==> src/source/periph_macros.svh <==
`ifndef PERIPH_MACROS_SVH
`define PERIPH_MACROS_SVH

// core port widths
`define ADDR_WIDTH 32
`define DATA_WIDTH 32
`define BE_WIDTH 4

// address bits 19:14 for a peripheral hit
`define PERIPH_REGION 6'd1

// address bits 13:10 per target
`define EU_SEL 4'd0
`define DMA_SEL 4'd1

// word indexed register counts per target
`define EU_NUM_REGS 4
`define DMA_NUM_REGS 4

`define NUM_EVENTS 8
`define DMA_LEN_WIDTH 16

`endif
==> src/source/periph_pkg.sv <==
`include "periph_macros.svh"

package periph_pkg;

  typedef enum logic [1:0]
  {
    DEST_EU,
    DEST_DMA,
    DEST_ERR
  } periph_dest_e;

  typedef enum logic [$clog2(`EU_NUM_REGS)-1:0]
  {
    EU_MASK,
    EU_BUFFER,
    EU_CLEAR,  // write one to clear
    EU_STATUS  // buffer & mask
  } eu_reg_e;

  typedef enum logic [$clog2(`DMA_NUM_REGS)-1:0]
  {
    DMA_SRC,
    DMA_DST,
    DMA_LEN,
    DMA_CMD
  } dma_reg_e;

endpackage

==> src/source/periph_cluster_top.sv <==
`timescale 1ns/10ps
`include "periph_macros.svh"

module periph_cluster_top
(
  input  logic                   clk,
  input  logic                   rst_ni,
  input  logic                   data_req_i,
  input  logic [`ADDR_WIDTH-1:0] data_add_i,
  input  logic                   data_wen_i,
  input  logic [`DATA_WIDTH-1:0] data_wdata_i,
  input  logic [`BE_WIDTH-1:0]   data_be_i,
  output logic                   data_gnt_o,
  output logic                   data_r_valid_o,
  output logic [`DATA_WIDTH-1:0] data_r_rdata_o,
  output logic                   data_r_opc_o,
  input  logic [`NUM_EVENTS-2:0] evt_i,
  output logic                   event_o
);

  logic                   eu_req, eu_gnt, eu_r_valid;
  logic [`DATA_WIDTH-1:0] eu_r_rdata;
  logic                   dma_req, dma_gnt, dma_r_valid;
  logic [`DATA_WIDTH-1:0] dma_r_rdata;
  logic [`ADDR_WIDTH-1:0] add;
  logic                   wen;
  logic [`DATA_WIDTH-1:0] wdata;
  logic [`BE_WIDTH-1:0]   be;
  logic                   dma_done;
  logic [`NUM_EVENTS-1:0] events;

  assign events = {evt_i, dma_done};  // dma done is event 0

  periph_demux u_periph_demux (
    .clk            (clk),
    .rst_ni         (rst_ni),
    .data_req_i     (data_req_i),
    .data_add_i     (data_add_i),
    .data_wen_i     (data_wen_i),
    .data_wdata_i   (data_wdata_i),
    .data_be_i      (data_be_i),
    .data_gnt_o     (data_gnt_o),
    .data_r_valid_o (data_r_valid_o),
    .data_r_rdata_o (data_r_rdata_o),
    .data_r_opc_o   (data_r_opc_o),
    .eu_req_o       (eu_req),
    .eu_gnt_i       (eu_gnt),
    .eu_r_valid_i   (eu_r_valid),
    .eu_r_rdata_i   (eu_r_rdata),
    .dma_req_o      (dma_req),
    .dma_gnt_i      (dma_gnt),
    .dma_r_valid_i  (dma_r_valid),
    .dma_r_rdata_i  (dma_r_rdata),
    .add_o          (add),
    .wen_o          (wen),
    .wdata_o        (wdata),
    .be_o           (be)
  );

  event_unit_regs u_event_unit_regs (
    .clk       (clk),
    .rst_ni    (rst_ni),
    .req_i     (eu_req),
    .add_i     (add),
    .wen_i     (wen),
    .wdata_i   (wdata),
    .be_i      (be),
    .gnt_o     (eu_gnt),
    .r_valid_o (eu_r_valid),
    .r_rdata_o (eu_r_rdata),
    .evt_i     (events),
    .event_o   (event_o)
  );

  dma_ctrl_regs u_dma_ctrl_regs (
    .clk       (clk),
    .rst_ni    (rst_ni),
    .req_i     (dma_req),
    .add_i     (add),
    .wen_i     (wen),
    .wdata_i   (wdata),
    .be_i      (be),
    .gnt_o     (dma_gnt),
    .r_valid_o (dma_r_valid),
    .r_rdata_o (dma_r_rdata),
    .done_o    (dma_done)
  );

endmodule

==> src/source/dma_ctrl_regs.sv <==
`timescale 1ns/10ps
`include "periph_macros.svh"

module dma_ctrl_regs
(
  input  logic                   clk,
  input  logic                   rst_ni,
  input  logic                   req_i,
  input  logic [`ADDR_WIDTH-1:0] add_i,
  input  logic                   wen_i,
  input  logic [`DATA_WIDTH-1:0] wdata_i,
  input  logic [`BE_WIDTH-1:0]   be_i,
  output logic                   gnt_o,
  output logic                   r_valid_o,
  output logic [`DATA_WIDTH-1:0] r_rdata_o,
  output logic                   done_o
);

  periph_pkg::dma_reg_e      reg_sel;
  logic [`DATA_WIDTH-1:0]    src_q, dst_q;
  logic [`DMA_LEN_WIDTH-1:0] len_q, cnt_q;
  logic                      busy_q;
  logic                      wr, start;

  function automatic logic [`DATA_WIDTH-1:0] be_merge(logic [`DATA_WIDTH-1:0] old_val,
                                                      logic [`DATA_WIDTH-1:0] new_val,
                                                      logic [`BE_WIDTH-1:0] be);
    logic [`DATA_WIDTH-1:0] res;
    res = old_val;
    for (int b = 0; b < `BE_WIDTH; b++)
    begin
      if (be[b])
      begin
        res[8*b +: 8] = new_val[8*b +: 8];
      end
    end
    return res;
  endfunction

  assign reg_sel = periph_pkg::dma_reg_e'(add_i[3:2]);
  assign wr      = req_i && !wen_i;
  assign start   = wr && (reg_sel == periph_pkg::DMA_CMD) && be_i[0] && wdata_i[0];
  assign gnt_o   = req_i && !(start && busy_q);  // hold off restart while busy

  always_ff @(posedge clk, negedge rst_ni)
  begin
    if (!rst_ni)
    begin
      src_q     <= '0;
      dst_q     <= '0;
      len_q     <= '0;
      cnt_q     <= '0;
      busy_q    <= 1'b0;
      done_o    <= 1'b0;
      r_valid_o <= 1'b0;
      r_rdata_o <= '0;
    end
    else
    begin
      done_o    <= 1'b0;
      r_valid_o <= gnt_o;
      if (wr && gnt_o)
      begin
        case (reg_sel)
          periph_pkg::DMA_SRC: src_q <= be_merge(src_q, wdata_i, be_i);
          periph_pkg::DMA_DST: dst_q <= be_merge(dst_q, wdata_i, be_i);
          periph_pkg::DMA_LEN:
            len_q <= `DMA_LEN_WIDTH'(be_merge(`DATA_WIDTH'(len_q), wdata_i, be_i));
          default: ;
        endcase
      end
      if (start && gnt_o)
      begin
        busy_q <= 1'b1;
        cnt_q  <= len_q;
      end
      else if (busy_q)
      begin
        if (cnt_q == '0)
        begin
          busy_q <= 1'b0;
          done_o <= 1'b1;
        end
        else
        begin
          cnt_q <= cnt_q - 1'b1;
        end
      end
      if (req_i && wen_i)
      begin
        case (reg_sel)
          periph_pkg::DMA_SRC: r_rdata_o <= src_q;
          periph_pkg::DMA_DST: r_rdata_o <= dst_q;
          periph_pkg::DMA_LEN: r_rdata_o <= `DATA_WIDTH'(len_q);
          default:             r_rdata_o <= `DATA_WIDTH'(busy_q);
        endcase
      end
    end
  end

  // done only right after busy ends
  a_done_after_busy: assert property (@(posedge clk) disable iff (!rst_ni)
    done_o |-> !busy_q && $past(busy_q));

endmodule

==> src/source/event_unit_regs.sv <==
`timescale 1ns/10ps
`include "periph_macros.svh"

module event_unit_regs
(
  input  logic                   clk,
  input  logic                   rst_ni,
  input  logic                   req_i,
  input  logic [`ADDR_WIDTH-1:0] add_i,
  input  logic                   wen_i,
  input  logic [`DATA_WIDTH-1:0] wdata_i,
  input  logic [`BE_WIDTH-1:0]   be_i,
  output logic                   gnt_o,
  output logic                   r_valid_o,
  output logic [`DATA_WIDTH-1:0] r_rdata_o,
  input  logic [`NUM_EVENTS-1:0] evt_i,
  output logic                   event_o
);

  periph_pkg::eu_reg_e     reg_sel;
  logic [`NUM_EVENTS-1:0] be_bits;
  logic [`NUM_EVENTS-1:0] mask_q, mask_d;
  logic [`NUM_EVENTS-1:0] buffer_q, buffer_d;
  logic [`NUM_EVENTS-1:0] clr;
  logic                   wr;
  logic                   event_q;

  assign reg_sel = periph_pkg::eu_reg_e'(add_i[3:2]);
  assign gnt_o   = req_i;  // never stalls
  assign wr      = req_i && !wen_i;

  always_comb
  begin
    for (int i = 0; i < `NUM_EVENTS; i++)
    begin
      be_bits[i] = be_i[i/8];
    end
  end

  always_comb
  begin
    mask_d = mask_q;
    clr    = '0;
    if (wr && (reg_sel == periph_pkg::EU_MASK))
    begin
      mask_d = (mask_q & ~be_bits) | (wdata_i[`NUM_EVENTS-1:0] & be_bits);
    end
    if (wr && (reg_sel == periph_pkg::EU_CLEAR))
    begin
      clr = wdata_i[`NUM_EVENTS-1:0] & be_bits;
    end
    buffer_d = (buffer_q & ~clr) | evt_i;  // set wins over clear
  end

  always_ff @(posedge clk, negedge rst_ni)
  begin
    if (!rst_ni)
    begin
      mask_q    <= '0;
      buffer_q  <= '0;
      event_q   <= 1'b0;
      r_valid_o <= 1'b0;
      r_rdata_o <= '0;
    end
    else
    begin
      mask_q    <= mask_d;
      buffer_q  <= buffer_d;
      event_q   <= |(buffer_d & mask_d);
      r_valid_o <= req_i;
      if (req_i && wen_i)
      begin
        case (reg_sel)
          periph_pkg::EU_MASK:   r_rdata_o <= `DATA_WIDTH'(mask_q);
          periph_pkg::EU_BUFFER: r_rdata_o <= `DATA_WIDTH'(buffer_q);
          periph_pkg::EU_STATUS: r_rdata_o <= `DATA_WIDTH'(buffer_q & mask_q);
          default:               r_rdata_o <= '0;
        endcase
      end
    end
  end

  assign event_o = event_q;

endmodule

==> src/source/periph_demux.sv <==
`timescale 1ns/10ps
`include "periph_macros.svh"

module periph_demux
(
  input  logic                   clk,
  input  logic                   rst_ni,

  input  logic                   data_req_i,
  input  logic [`ADDR_WIDTH-1:0] data_add_i,
  input  logic                   data_wen_i,
  input  logic [`DATA_WIDTH-1:0] data_wdata_i,
  input  logic [`BE_WIDTH-1:0]   data_be_i,
  output logic                   data_gnt_o,
  output logic                   data_r_valid_o,
  output logic [`DATA_WIDTH-1:0] data_r_rdata_o,
  output logic                   data_r_opc_o,

  output logic                   eu_req_o,
  input  logic                   eu_gnt_i,
  input  logic                   eu_r_valid_i,
  input  logic [`DATA_WIDTH-1:0] eu_r_rdata_i,

  output logic                   dma_req_o,
  input  logic                   dma_gnt_i,
  input  logic                   dma_r_valid_i,
  input  logic [`DATA_WIDTH-1:0] dma_r_rdata_i,

  output logic [`ADDR_WIDTH-1:0] add_o,
  output logic                   wen_o,
  output logic [`DATA_WIDTH-1:0] wdata_o,
  output logic [`BE_WIDTH-1:0]   be_o
);

  periph_pkg::periph_dest_e dest;
  periph_pkg::periph_dest_e dest_q;  // target of last granted request
  logic                     err_valid_q;

  // shared request payload
  assign add_o   = data_add_i;
  assign wen_o   = data_wen_i;
  assign wdata_o = data_wdata_i;
  assign be_o    = data_be_i;

  always_comb
  begin
    dest = periph_pkg::DEST_ERR;
    if (data_add_i[19:14] == `PERIPH_REGION)
    begin
      case (data_add_i[13:10])
        `EU_SEL:  dest = periph_pkg::DEST_EU;
        `DMA_SEL: dest = periph_pkg::DEST_DMA;
        default:  dest = periph_pkg::DEST_ERR;
      endcase
    end
  end

  always_comb
  begin
    eu_req_o   = 1'b0;
    dma_req_o  = 1'b0;
    data_gnt_o = 1'b0;
    case (dest)
      periph_pkg::DEST_EU:
      begin
        eu_req_o   = data_req_i;
        data_gnt_o = eu_gnt_i;
      end
      periph_pkg::DEST_DMA:
      begin
        dma_req_o  = data_req_i;
        data_gnt_o = dma_gnt_i;
      end
      default:
      begin
        data_gnt_o = data_req_i;  // bad address never stalls
      end
    endcase
  end

  always_ff @(posedge clk, negedge rst_ni)
  begin
    if (!rst_ni)
    begin
      dest_q      <= periph_pkg::DEST_EU;
      err_valid_q <= 1'b0;
    end
    else
    begin
      if (data_req_i && data_gnt_o)
      begin
        dest_q <= dest;
      end
      err_valid_q <= data_req_i && data_gnt_o && (dest == periph_pkg::DEST_ERR);
    end
  end

  always_comb
  begin
    case (dest_q)
      periph_pkg::DEST_EU:
      begin
        data_r_valid_o = eu_r_valid_i;
        data_r_rdata_o = eu_r_rdata_i;
        data_r_opc_o   = 1'b0;
      end
      periph_pkg::DEST_DMA:
      begin
        data_r_valid_o = dma_r_valid_i;
        data_r_rdata_o = dma_r_rdata_i;
        data_r_opc_o   = 1'b0;
      end
      default:
      begin
        data_r_valid_o = err_valid_q;
        data_r_rdata_o = '0;
        data_r_opc_o   = err_valid_q;  // error response
      end
    endcase
  end

  // response follows the previous cycle's grant to the same target
  a_resp_after_gnt: assert property (@(posedge clk) disable iff (!rst_ni)
    data_r_valid_o |-> $past(data_req_i && data_gnt_o) && ($past(dest) == dest_q));

  a_one_target: assert property (@(posedge clk) disable iff (!rst_ni)
    !(eu_req_o && dma_req_o));

endmodule

==> config.mk <==
export PLATFORM = sky130hd
export DESIGN_NAME = periph_cluster_top
export DESIGN_NICKNAME = d
export VERILOG_FILES = /design/src/source/periph_pkg.sv /design/src/source/periph_cluster_top.sv /design/src/source/dma_ctrl_regs.sv /design/src/source/event_unit_regs.sv /design/src/source/periph_demux.sv
export VERILOG_INCLUDE_DIRS = /design/src /design/src/source
export SDC_FILE = /design/constraint.sdc
export NUM_CORES = 1
export LEC_CHECK = 0
export BUFFER_PORTS_ARGS = -buffer_cell sky130_fd_sc_hd__buf_2
export CORE_ASPECT_RATIO = 0.6
export CORE_MARGIN = 4
export CORE_UTILIZATION = 57
export DETAILED_ROUTE_END_ITERATION = 16
export PLACE_DENSITY = 0.77
export SLEW_MARGIN = 0
export SYNTH_ARGS = -nofsm -noshare
export SYNTH_HDL_FRONTEND = slang
export SYNTH_SLANG_ARGS = --single-unit
==> constraint.sdc <==
create_clock -name clk -period 3.2 [get_ports clk]
set_input_delay 0.64 -clock clk [delete_from_list [all_inputs] [get_ports clk]]
set_output_delay 0.64 -clock clk [all_outputs]
set_load 0.02 [all_outputs]
# Yosys cells after proc, flatten, opt, wreduce, memory -nomap -nowiden
# Index checks and enable logic that the tools add are counted.
[totals]
ff_bits = 184
input_bits = 79
output_inout_bits = 36
elab_cells = 98
[op_classes]
n_addsub = 1
eq_ne = 9
muxes = 21
bitwise_logic = 9
reduce_logical = 36
[ops]
columns = ["operator", "n"]
rows = [
  ["$pmux W32 S3", 2],
  ["$pmux W32 S2", 1],
  ["$mux W16", 3],
  ["$and A8 B8 Y8", 5],
  ["$reduce_and A3 Y1", 10],
  ["$logic_not A16 Y1", 1],
  ["$mux W8", 2],
  ["$not A8 Y8", 2],
  ["$or A8 B8 Y8", 2],
  ["$sub A16 B1 Y16 const B", 1],
  ["$logic_and A1 B1 Y1", 15],
  ["$mux W1", 9],
  ["$reduce_or A8 Y1", 1],
  ["$eq A2 B1 Y1 const B", 3],
  ["$eq A2 B2 Y1 const B", 3],
  ["$eq A6 B1 Y1 const B", 1],
  ["$logic_not A2 Y1", 3],
  ["$eq A4 B1 Y1 const B", 1],
  ["$logic_not A4 Y1", 1],
  ["$pmux W1 S2", 2],
  ["$pmux W2 S2", 1],
  ["$logic_not A1 Y1", 2],
  ["$mux W2", 1],
  ["$ne A2 B1 Y1 const B", 1],
  ["other kinds (3)", 3],
]

# Longest topological paths before layout
# Gate-level depths: netlist of the first run.
[depth]
word_depth = 15
mapped_depth = 9
mapped_depth_nobuf = 8

# By module
# From an unflattened synthesis of the first run, not the netlist that was laid out.
[hier_totals]
cells_unflattened = 838
hier_area_um2 = 8769.7
[modules_own_cells]
columns = ["mod", "n_inst", "cells_each", "area_per_inst_um2", "seq_area_each_um2"]
rows = [
  ["dma_ctrl_regs", 1, 501, 5900.7, 3278.1],
  ["event_unit_regs", 1, 174, 1650.3, 650.6],
  ["periph_demux", 1, 163, 1218.7, 75.1],
]

# Worst setup path before layout of the first run
# OpenSTA, ideal clock, no wires.
[synth_timing]
kind = "input port to output port"
from = "input port data_add_i[15]"
to = "output port data_gnt_o"
t_arrival_ns = 2.190
t_required_ns = 2.560
slack_ns = 0.370
path_stages = 5
path_buffers = 1
path_cell_list = "or4b_1 -> buf_2 -> or3_4 -> o31ai_1 -> inv_1"
[synth_between]
elab_chain_len = 12
word_cells_on_any_way = 14
cone_classes = "eq/ne: 2; mux: 4; reduce/logical: 8"
[synth_rtl]
columns = ["element", "line", "text"]
rows = [
  ["from (decl)", "periph_cluster_top.sv:9", "input logic [`ADDR_WIDTH-1:0] data_add_i,"],
  ["$eq A6 B1 Y1 (no source line) *", "n/a", ""],
  ["$mux W2 *", "periph_demux.sv:48", "if (data_add_i[19:14] == `PERIPH_REGION)"],
  ["$eq A2 B1 Y1", "periph_demux.sv:63", "case (dest)"],
  ["$mux W1", "periph_demux.sv:63", ""],
  ["$logic_and A1 B1 Y1", "dma_ctrl_regs.sv:41", "assign wr = req_i && !wen_i;"],
  ["$logic_and A1 B1 Y1 (3 in a row)", "dma_ctrl_regs.sv:42", "assign start = wr && (reg_sel == periph_pkg::DMA_CMD) && be_i[0] && wdata_i[0];"],
  ["$logic_and A1 B1 Y1", "dma_ctrl_regs.sv:43", "assign gnt_o = req_i && !(start && busy_q);"],
  ["$logic_not A1 Y1", "dma_ctrl_regs.sv:43", ""],
  ["$logic_and A1 B1 Y1", "dma_ctrl_regs.sv:43", ""],
  ["$pmux W1 S2 *", "periph_demux.sv:63", ""],
  ["to (decl)", "periph_cluster_top.sv:13", "output logic data_gnt_o,"],
]
# Every way passes the cells marked *; elsewhere a longest branch is shown, timed or not.

# Worst setup path in the final report of the first run
# Same ends and word-level chain as after synthesis.

==> run summary, run 1 <==
CTS root buf = clkbuf_16
NetSw = 1.02 mW
Synth Area in Adders = 0.00165
FP Rows = 32
Static Leak = 4.48 nW
CP Class = in2out
Filler cells = 922
die width = 157 um
commonest non-fill, non-tap cell in the layout = dfrtp_1
sequential share of power = 0.486
share of the synthesized area in the top cell type = 0.529
multiplexer share of the synthesized area = 0.209
Worst-path clk slew = 70 ps
DRC viols = 0
Syn Nets = 731
# port buffers = 94
max_cap viols = 0
Tot Pwr = 4.18 mW
GP Congestion = 0.850
largest net degree at the start of global routing = 77
worst slack, placed = 46.9 ps
GRT Total Usage = 0.242
Cell variety after synth = 54
Nets = 830
setup TNS = 0 ps
Slew @ Worst Pin = 595 ps
clk sinks = 160
initial core utilization = 0.586
YS warnings = 0
drt pass-1 iters = 5
# hold bufs at CTS = 0
Post-Synth XOR/XNOR Area = 0
later-pin clock latency in the skew report = 440 ps
clk_skew = 12.2 ps
Area Overhead vs Synth = 17.4%
Yosys top cell by area = dfrtp_1
share of cells above drive strength 1 = 0.333
I/O pins = 115
Seq/Total Area, Yosys = 0.529
power density over cell area = 470 nW/um^2
Iter 0 DRT Violations = 411
initial antenna violation count = 0
combinational power share = 0.046
crit path time final = 3090 ps
CP Capture Type = output port
synthesized area = 7570 sq um
clock buffer count from CTS = 17
Synth Instances = 651
Max Clk Rate = 324 MHz
sw frac = 0.245
Diodes inserted = 0
main combinational cell family by area after synthesis = multiplexers
status = completed
HP Class = in2async
drt wl/cell = 19.5 um
async set-reset flop share out of synthesis = 1.00
post_cts resized = 0
DRT Wirelength = 18.2 mm
dominant cells by area after synthesis = dfrtp_1, mux2_2, mux2i_1, and2_1, nor2_1
GRT overflow = 0
synthesized flop and latch total = 160
Post-CTS Setup Repair Bufs = 0
part of the cycle the worst path needs = 0.965
Max VDD drop = 0.363 mV
Core Footprint = 12900 sq um
Die ar. = 15300 sq um
most frequent cells in the layout = dfrtp_1, buf_2, mux2_2, mux2i_1, nor2_1
Cell Int Power = 3.15 mW
CTS tree = done
number of synthesized flops with an enable pin = 0
die height = 97.3 um
CP Launch Type = input pin
Post-Synth Simple-Gate Area = 0.142
crit-path max FO = 3
setup violators final = 0
Slew headroom = 0.603
WP data arrival = 2450 ps
Primary FF master, synth = dfrtp_1
RSZ-0062 raised after global routing = false
clock power share = 0.468
Compound-Gate Fraction of Synth Area = 0.0894
fin. max-slew vios = 0
Max Buffers Root-to-Sink = 2
ANT nets after route = 0
Synth Area per Inst = 11.6 sq um
final hold viol count = 0
Reg area = 4000 sq um
H-tree level count = 4
Final HPWL DP = 12.6 mm
Vias = 5649
Worst Slack Setup Final = 113 ps
first-pass GRT wire length = 29.1 mm
multi-input logic area = 3350 sq um
vias in the first global route = 5608
post-DR vias/cell = 6.05
WP data required = 2560 ps
cells by family (layout without fill, tap and decap cells):
group / count (synthesis) / after routing
flip-flops: 160 / 160
buffers and inverters: 53 / 165
adder cells (fa/ha/maj): 1 / 1
AND/OR/NAND/NOR: 188 / 188
AO/OA/AOI/OAI: 103 / 103
multiplexers: 146 / 146
sequential cells by signal (all words and copies together) (netlist names):
register / cells
u_event_unit_regs.event_o: 1
u_event_unit_regs.buffer_q: 8
u_event_unit_regs.r_valid_o: 1
u_dma_ctrl_regs.busy_q: 1
u_dma_ctrl_regs.r_rdata_o: 32
u_dma_ctrl_regs.src_q: 32
u_event_unit_regs.mask_q: 8
u_dma_ctrl_regs.done_o: 1
u_event_unit_regs.r_rdata_o: 8
u_dma_ctrl_regs.cnt_q: 16
u_periph_demux.dest_q: 2
u_dma_ctrl_regs.len_q: 16
u_dma_ctrl_regs.r_valid_o: 1
u_periph_demux.err_valid_q: 1
u_dma_ctrl_regs.dst_q: 32
critical path: stages:
cell and delay, ps:
buf_2 90, or4b_1 640, or3_4 450, o31ai_1 390, inv_1 70, buf_2 170
synth_stat cells, types with 3 or more instances:
library cell	n
or3_1	4
a221o_1	10
nand3_1	4
nor3b_1	4
or4_1	4
a32oi_1	4
nor2_1	47
buf_2	8
nand4_1	5
a21o_1	18
mux2i_1	56
clkbuf_1	25
mux2_2	88
or2_2	4
o21ai_0	29
dfrtp_1	160
nand2_1	30
nor4_1	6
inv_1	15
and2_1	30
a31oi_1	14
a22oi_1	3
nand3b_1	4
a21oi_1	17
nor3_1	21
nor2b_1	6
final timing paths:
path | cells after the start | endpoint | start | slack [ps]
max | 6 | data_gnt_o | data_add_i[15] | 110
min | 1 | u_event_unit_regs.r_rdata_o[2] | rst_ni | 150
max reg2reg | 8 | u_dma_ctrl_regs.cnt_q[2] | u_dma_ctrl_regs.cnt_q[0] | 300
min reg2reg | 1 | u_dma_ctrl_regs.r_rdata_o[21] | u_dma_ctrl_regs.r_rdata_o[21] | 470
max in group asynchronous | 2 | u_dma_ctrl_regs.dst_q[29] | rst_ni | 2250
min in group clk | 2 | u_dma_ctrl_regs.src_q[18] | data_wdata_i[18] | 460
metal layers:
metal	routed length, um	vias up	track usage
met4	177	0	0.0707
met1	8500	2879	0.364
met3	1480	15	0.0610
li1	-	2546	-
met2	8000	209	0.348
met5	0	-	0
stage by stage:
step,utilization,hold slack [ps],cell area [sq um],cells
2_1_floorplan,-,344,7570,651
3_3_place_gp,0.643,451,8320,901
3_5_place_dp,0.643,459,8320,901
4_1_cts,0.688,164,8890,933
5_1_grt,0.688,182,8890,933
6_report,0.688,152,8890,933
layout make-up:
cell class	instances	area share
Clock buffer	19	0.0509
Clock inverter	13	0.0138
Inverter	15	0.00633
Multi-Input combinational cell	438	0.377
Sequential cell	160	0.450
Tap cell	170	0.0239
Timing Repair Buffer	118	0.0781
power groups by stage:
stage / clock [mW] / sequential (mW) / combinational, mW
after floorplan: 0 / 2.07 / 0.0732
after global placement: 0 / 2.07 / 0.185
after detailed placement: 0 / 2.07 / 0.191
after CTS: 1.97 / 2.03 / 0.192
after global routing: 2.06 / 2.03 / 0.210
final: 1.95 / 2.03 / 0.192
No activity file was read; power rests on OpenSTA's default activity.
==> run 2, diff against run 1 <==
clock period = 3.3 ns   (was 3.2 ns; I/O delays follow)
==> run 2 against run 1 <==
Flip-flop and latch count unchanged. Largest cell class unchanged. Design area decreased by 0.34%. Sequential power decreased by 3%. Register-to-register slack improved by 90 ps. Highest routed layer unchanged. Largest power group unchanged. Combinational power decreased by 3%. Utilization decreased by 0.23 points. Global-route usage increased by 0.71 points. Critical path type unchanged. Wire length increased by 2.0%. Clock skew decreased by 4.8 ps. Die area unchanged.
==> run summary, run 2 (synthesized netlist as in run 1, its figures left out) <==
status = completed
sequential share of power = 0.489
Area Overhead vs Synth = 17.0%
first-pass GRT wire length = 30.0 mm
r2r worst-path depth = 8
Placed Area = 8300 sq um
met3 Resource Use GR = 0.0587
Die ar. = 15300 sq um
largest registers = u_dma_ctrl_regs.dst_q (32), u_dma_ctrl_regs.r_rdata_o (32), u_dma_ctrl_regs.src_q (32)
drt pass-1 iters = 5
most frequent cells in the layout = dfrtp_1, buf_2, mux2_2, mux2i_1, nor2_1
# hold bufs at CTS = 0
share of cells above drive strength 1 = 0.330
die width = 157 um
H-tree level count = 4
Max VDD drop = 0.349 mV
clock buffer count from CTS = 17
worst path cell trace = buf_2 > or4b_1 > or3_4 > o31ai_1 > inv_1 > buf_2
DRC viols = 0
post_cts resized = 0
clk_skew = 7.34 ps
Static Leak = 4.46 nW
setup violators final = 0
Post-CTS Setup Repair Bufs = 0
Max Buffers Root-to-Sink = 2
final hold viol count = 0
crit path time final = 3180 ps
Final HPWL DP = 13.0 mm
post-DR vias/cell = 6.11
Max Clk Rate = 315 MHz
gr busiest metal = met1
CP Launch Type = input pin
CP Capture Type = output port
GP Congestion = 0.854
crit-path max cell delay = 650 ps
ANT nets after route = 0
CTS root buf = clkbuf_16
Crit. path cell count = 6
Nets = 830
Slew headroom = 0.420
WP data required = 2640 ps
CTS tree = done
Core Footprint = 12900 sq um
cell mode on critical path = buf_2
buffers and inverters on the worst path = 3
fin. max-slew vios = 0
commonest non-fill, non-tap cell in the layout = dfrtp_1
power density over cell area = 454 nW/um^2
part of the cycle the worst path needs = 0.963
I/O pins = 115
CP Class = in2out
grt met2 use = 0.367
later-pin clock latency in the skew report = 430 ps
met1 usage = 0.369
DRT Wirelength = 18.5 mm
combinational power share = 0.046
initial antenna violation count = 0
WP data arrival = 2520 ps
NetSw = 1.01 mW
crit-path max FO = 3
Worst-path clk slew = 70 ps
clk sinks = 160
GRT Total Usage = 0.249
cell family with most CP delay = simple AND/OR/NAND/NOR gates
post-route cell area = 8860 sq um
RSZ-0062 raised after global routing = false
vias in the first global route = 5783
die height = 97.3 um
GRT overflow = 0
Slew @ Worst Pin = 868 ps
# port buffers = 94
Cell Int Power = 3.02 mW
largest net degree at the start of global routing = 71
setup TNS = 0 ps
Diodes inserted = 0
Slowest cell on crit path = or4b_1
initial core utilization = 0.586
max_cap viols = 0
Iter 0 DRT Violations = 389
Vias = 5703
drt wl/cell = 19.8 um
HP Class = in2async
FP Rows = 32
sw frac = 0.250
clock power share = 0.465
## run 2: power groups by stage
stage / Combinational, mW / Clock (mW) / Sequential (mW)
4_1_cts: 0.188 / 1.88 / 1.97
5_1_grt: 0.205 / 1.98 / 1.97
3_3_place_gp: 0.179 / 0 / 2.01
3_5_place_dp: 0.186 / 0 / 2.01
2_1_floorplan: 0.0710 / 0 / 2.00
6_report: 0.186 / 1.87 / 1.97
## run 2: cell type report
class / instances / area, sq um
fillers: 934 / 4070
flip-flops and latches: 160 / 4000
multi-input cells: 438 / 3350
repair buffers: 118 / 682
clock buffers: 19 / 433
well taps: 170 / 213
clock inverters: 13 / 125
inverters: 15 / 56.3
## run 2: worst paths after layout
check / slack (ps) / endpoint / startpoint
max: 120 / data_gnt_o / data_add_i[15]
min: 210 / u_event_unit_regs.buffer_q[2] / rst_ni
max reg2reg: 390 / u_dma_ctrl_regs.cnt_q[2] / u_dma_ctrl_regs.cnt_q[0]
min reg2reg: 470 / u_dma_ctrl_regs.r_rdata_o[29] / u_dma_ctrl_regs.r_rdata_o[29]
max in group asynchronous: 2200 / u_dma_ctrl_regs.cnt_q[8] / rst_ni
min in group clk: 470 / u_dma_ctrl_regs.r_rdata_o[29] / u_dma_ctrl_regs.r_rdata_o[29]
## run 2: worst reg2reg max path, cell delays in order (launching register included)
cell and delay, ps:
dfrtp_1 390, inv_1 100, ha_1 220, or4b_1 550, or4_1 630, o21ai_2 280, buf_4 230, mux2i_1 90
a221o_1 300
## run 2: stage by stage
step / utilization / power (mW) / std cells / worst slack [ps] / hold slack, ps
finish: 0.685 / 4.03 / 933 / 123 / 209
CTS: 0.685 / 4.04 / 933 / 165 / 252
detailed placement: 0.642 / 2.19 / 901 / 135 / 458
floorplan: - / 2.08 / 651 / 430 / 364
global placement: 0.642 / 2.18 / 901 / 198 / 451
global route: 0.685 / 4.16 / 933 / 43.1 / 284
## run 2: layer usage
layer | share of wire | vias up
met2 | 0.45 | 204
met5 | 0 | -
met1 | 0.46 | 2920
met4 | 0.016 | 0
met3 | 0.077 | 30
li1 | - | 2549
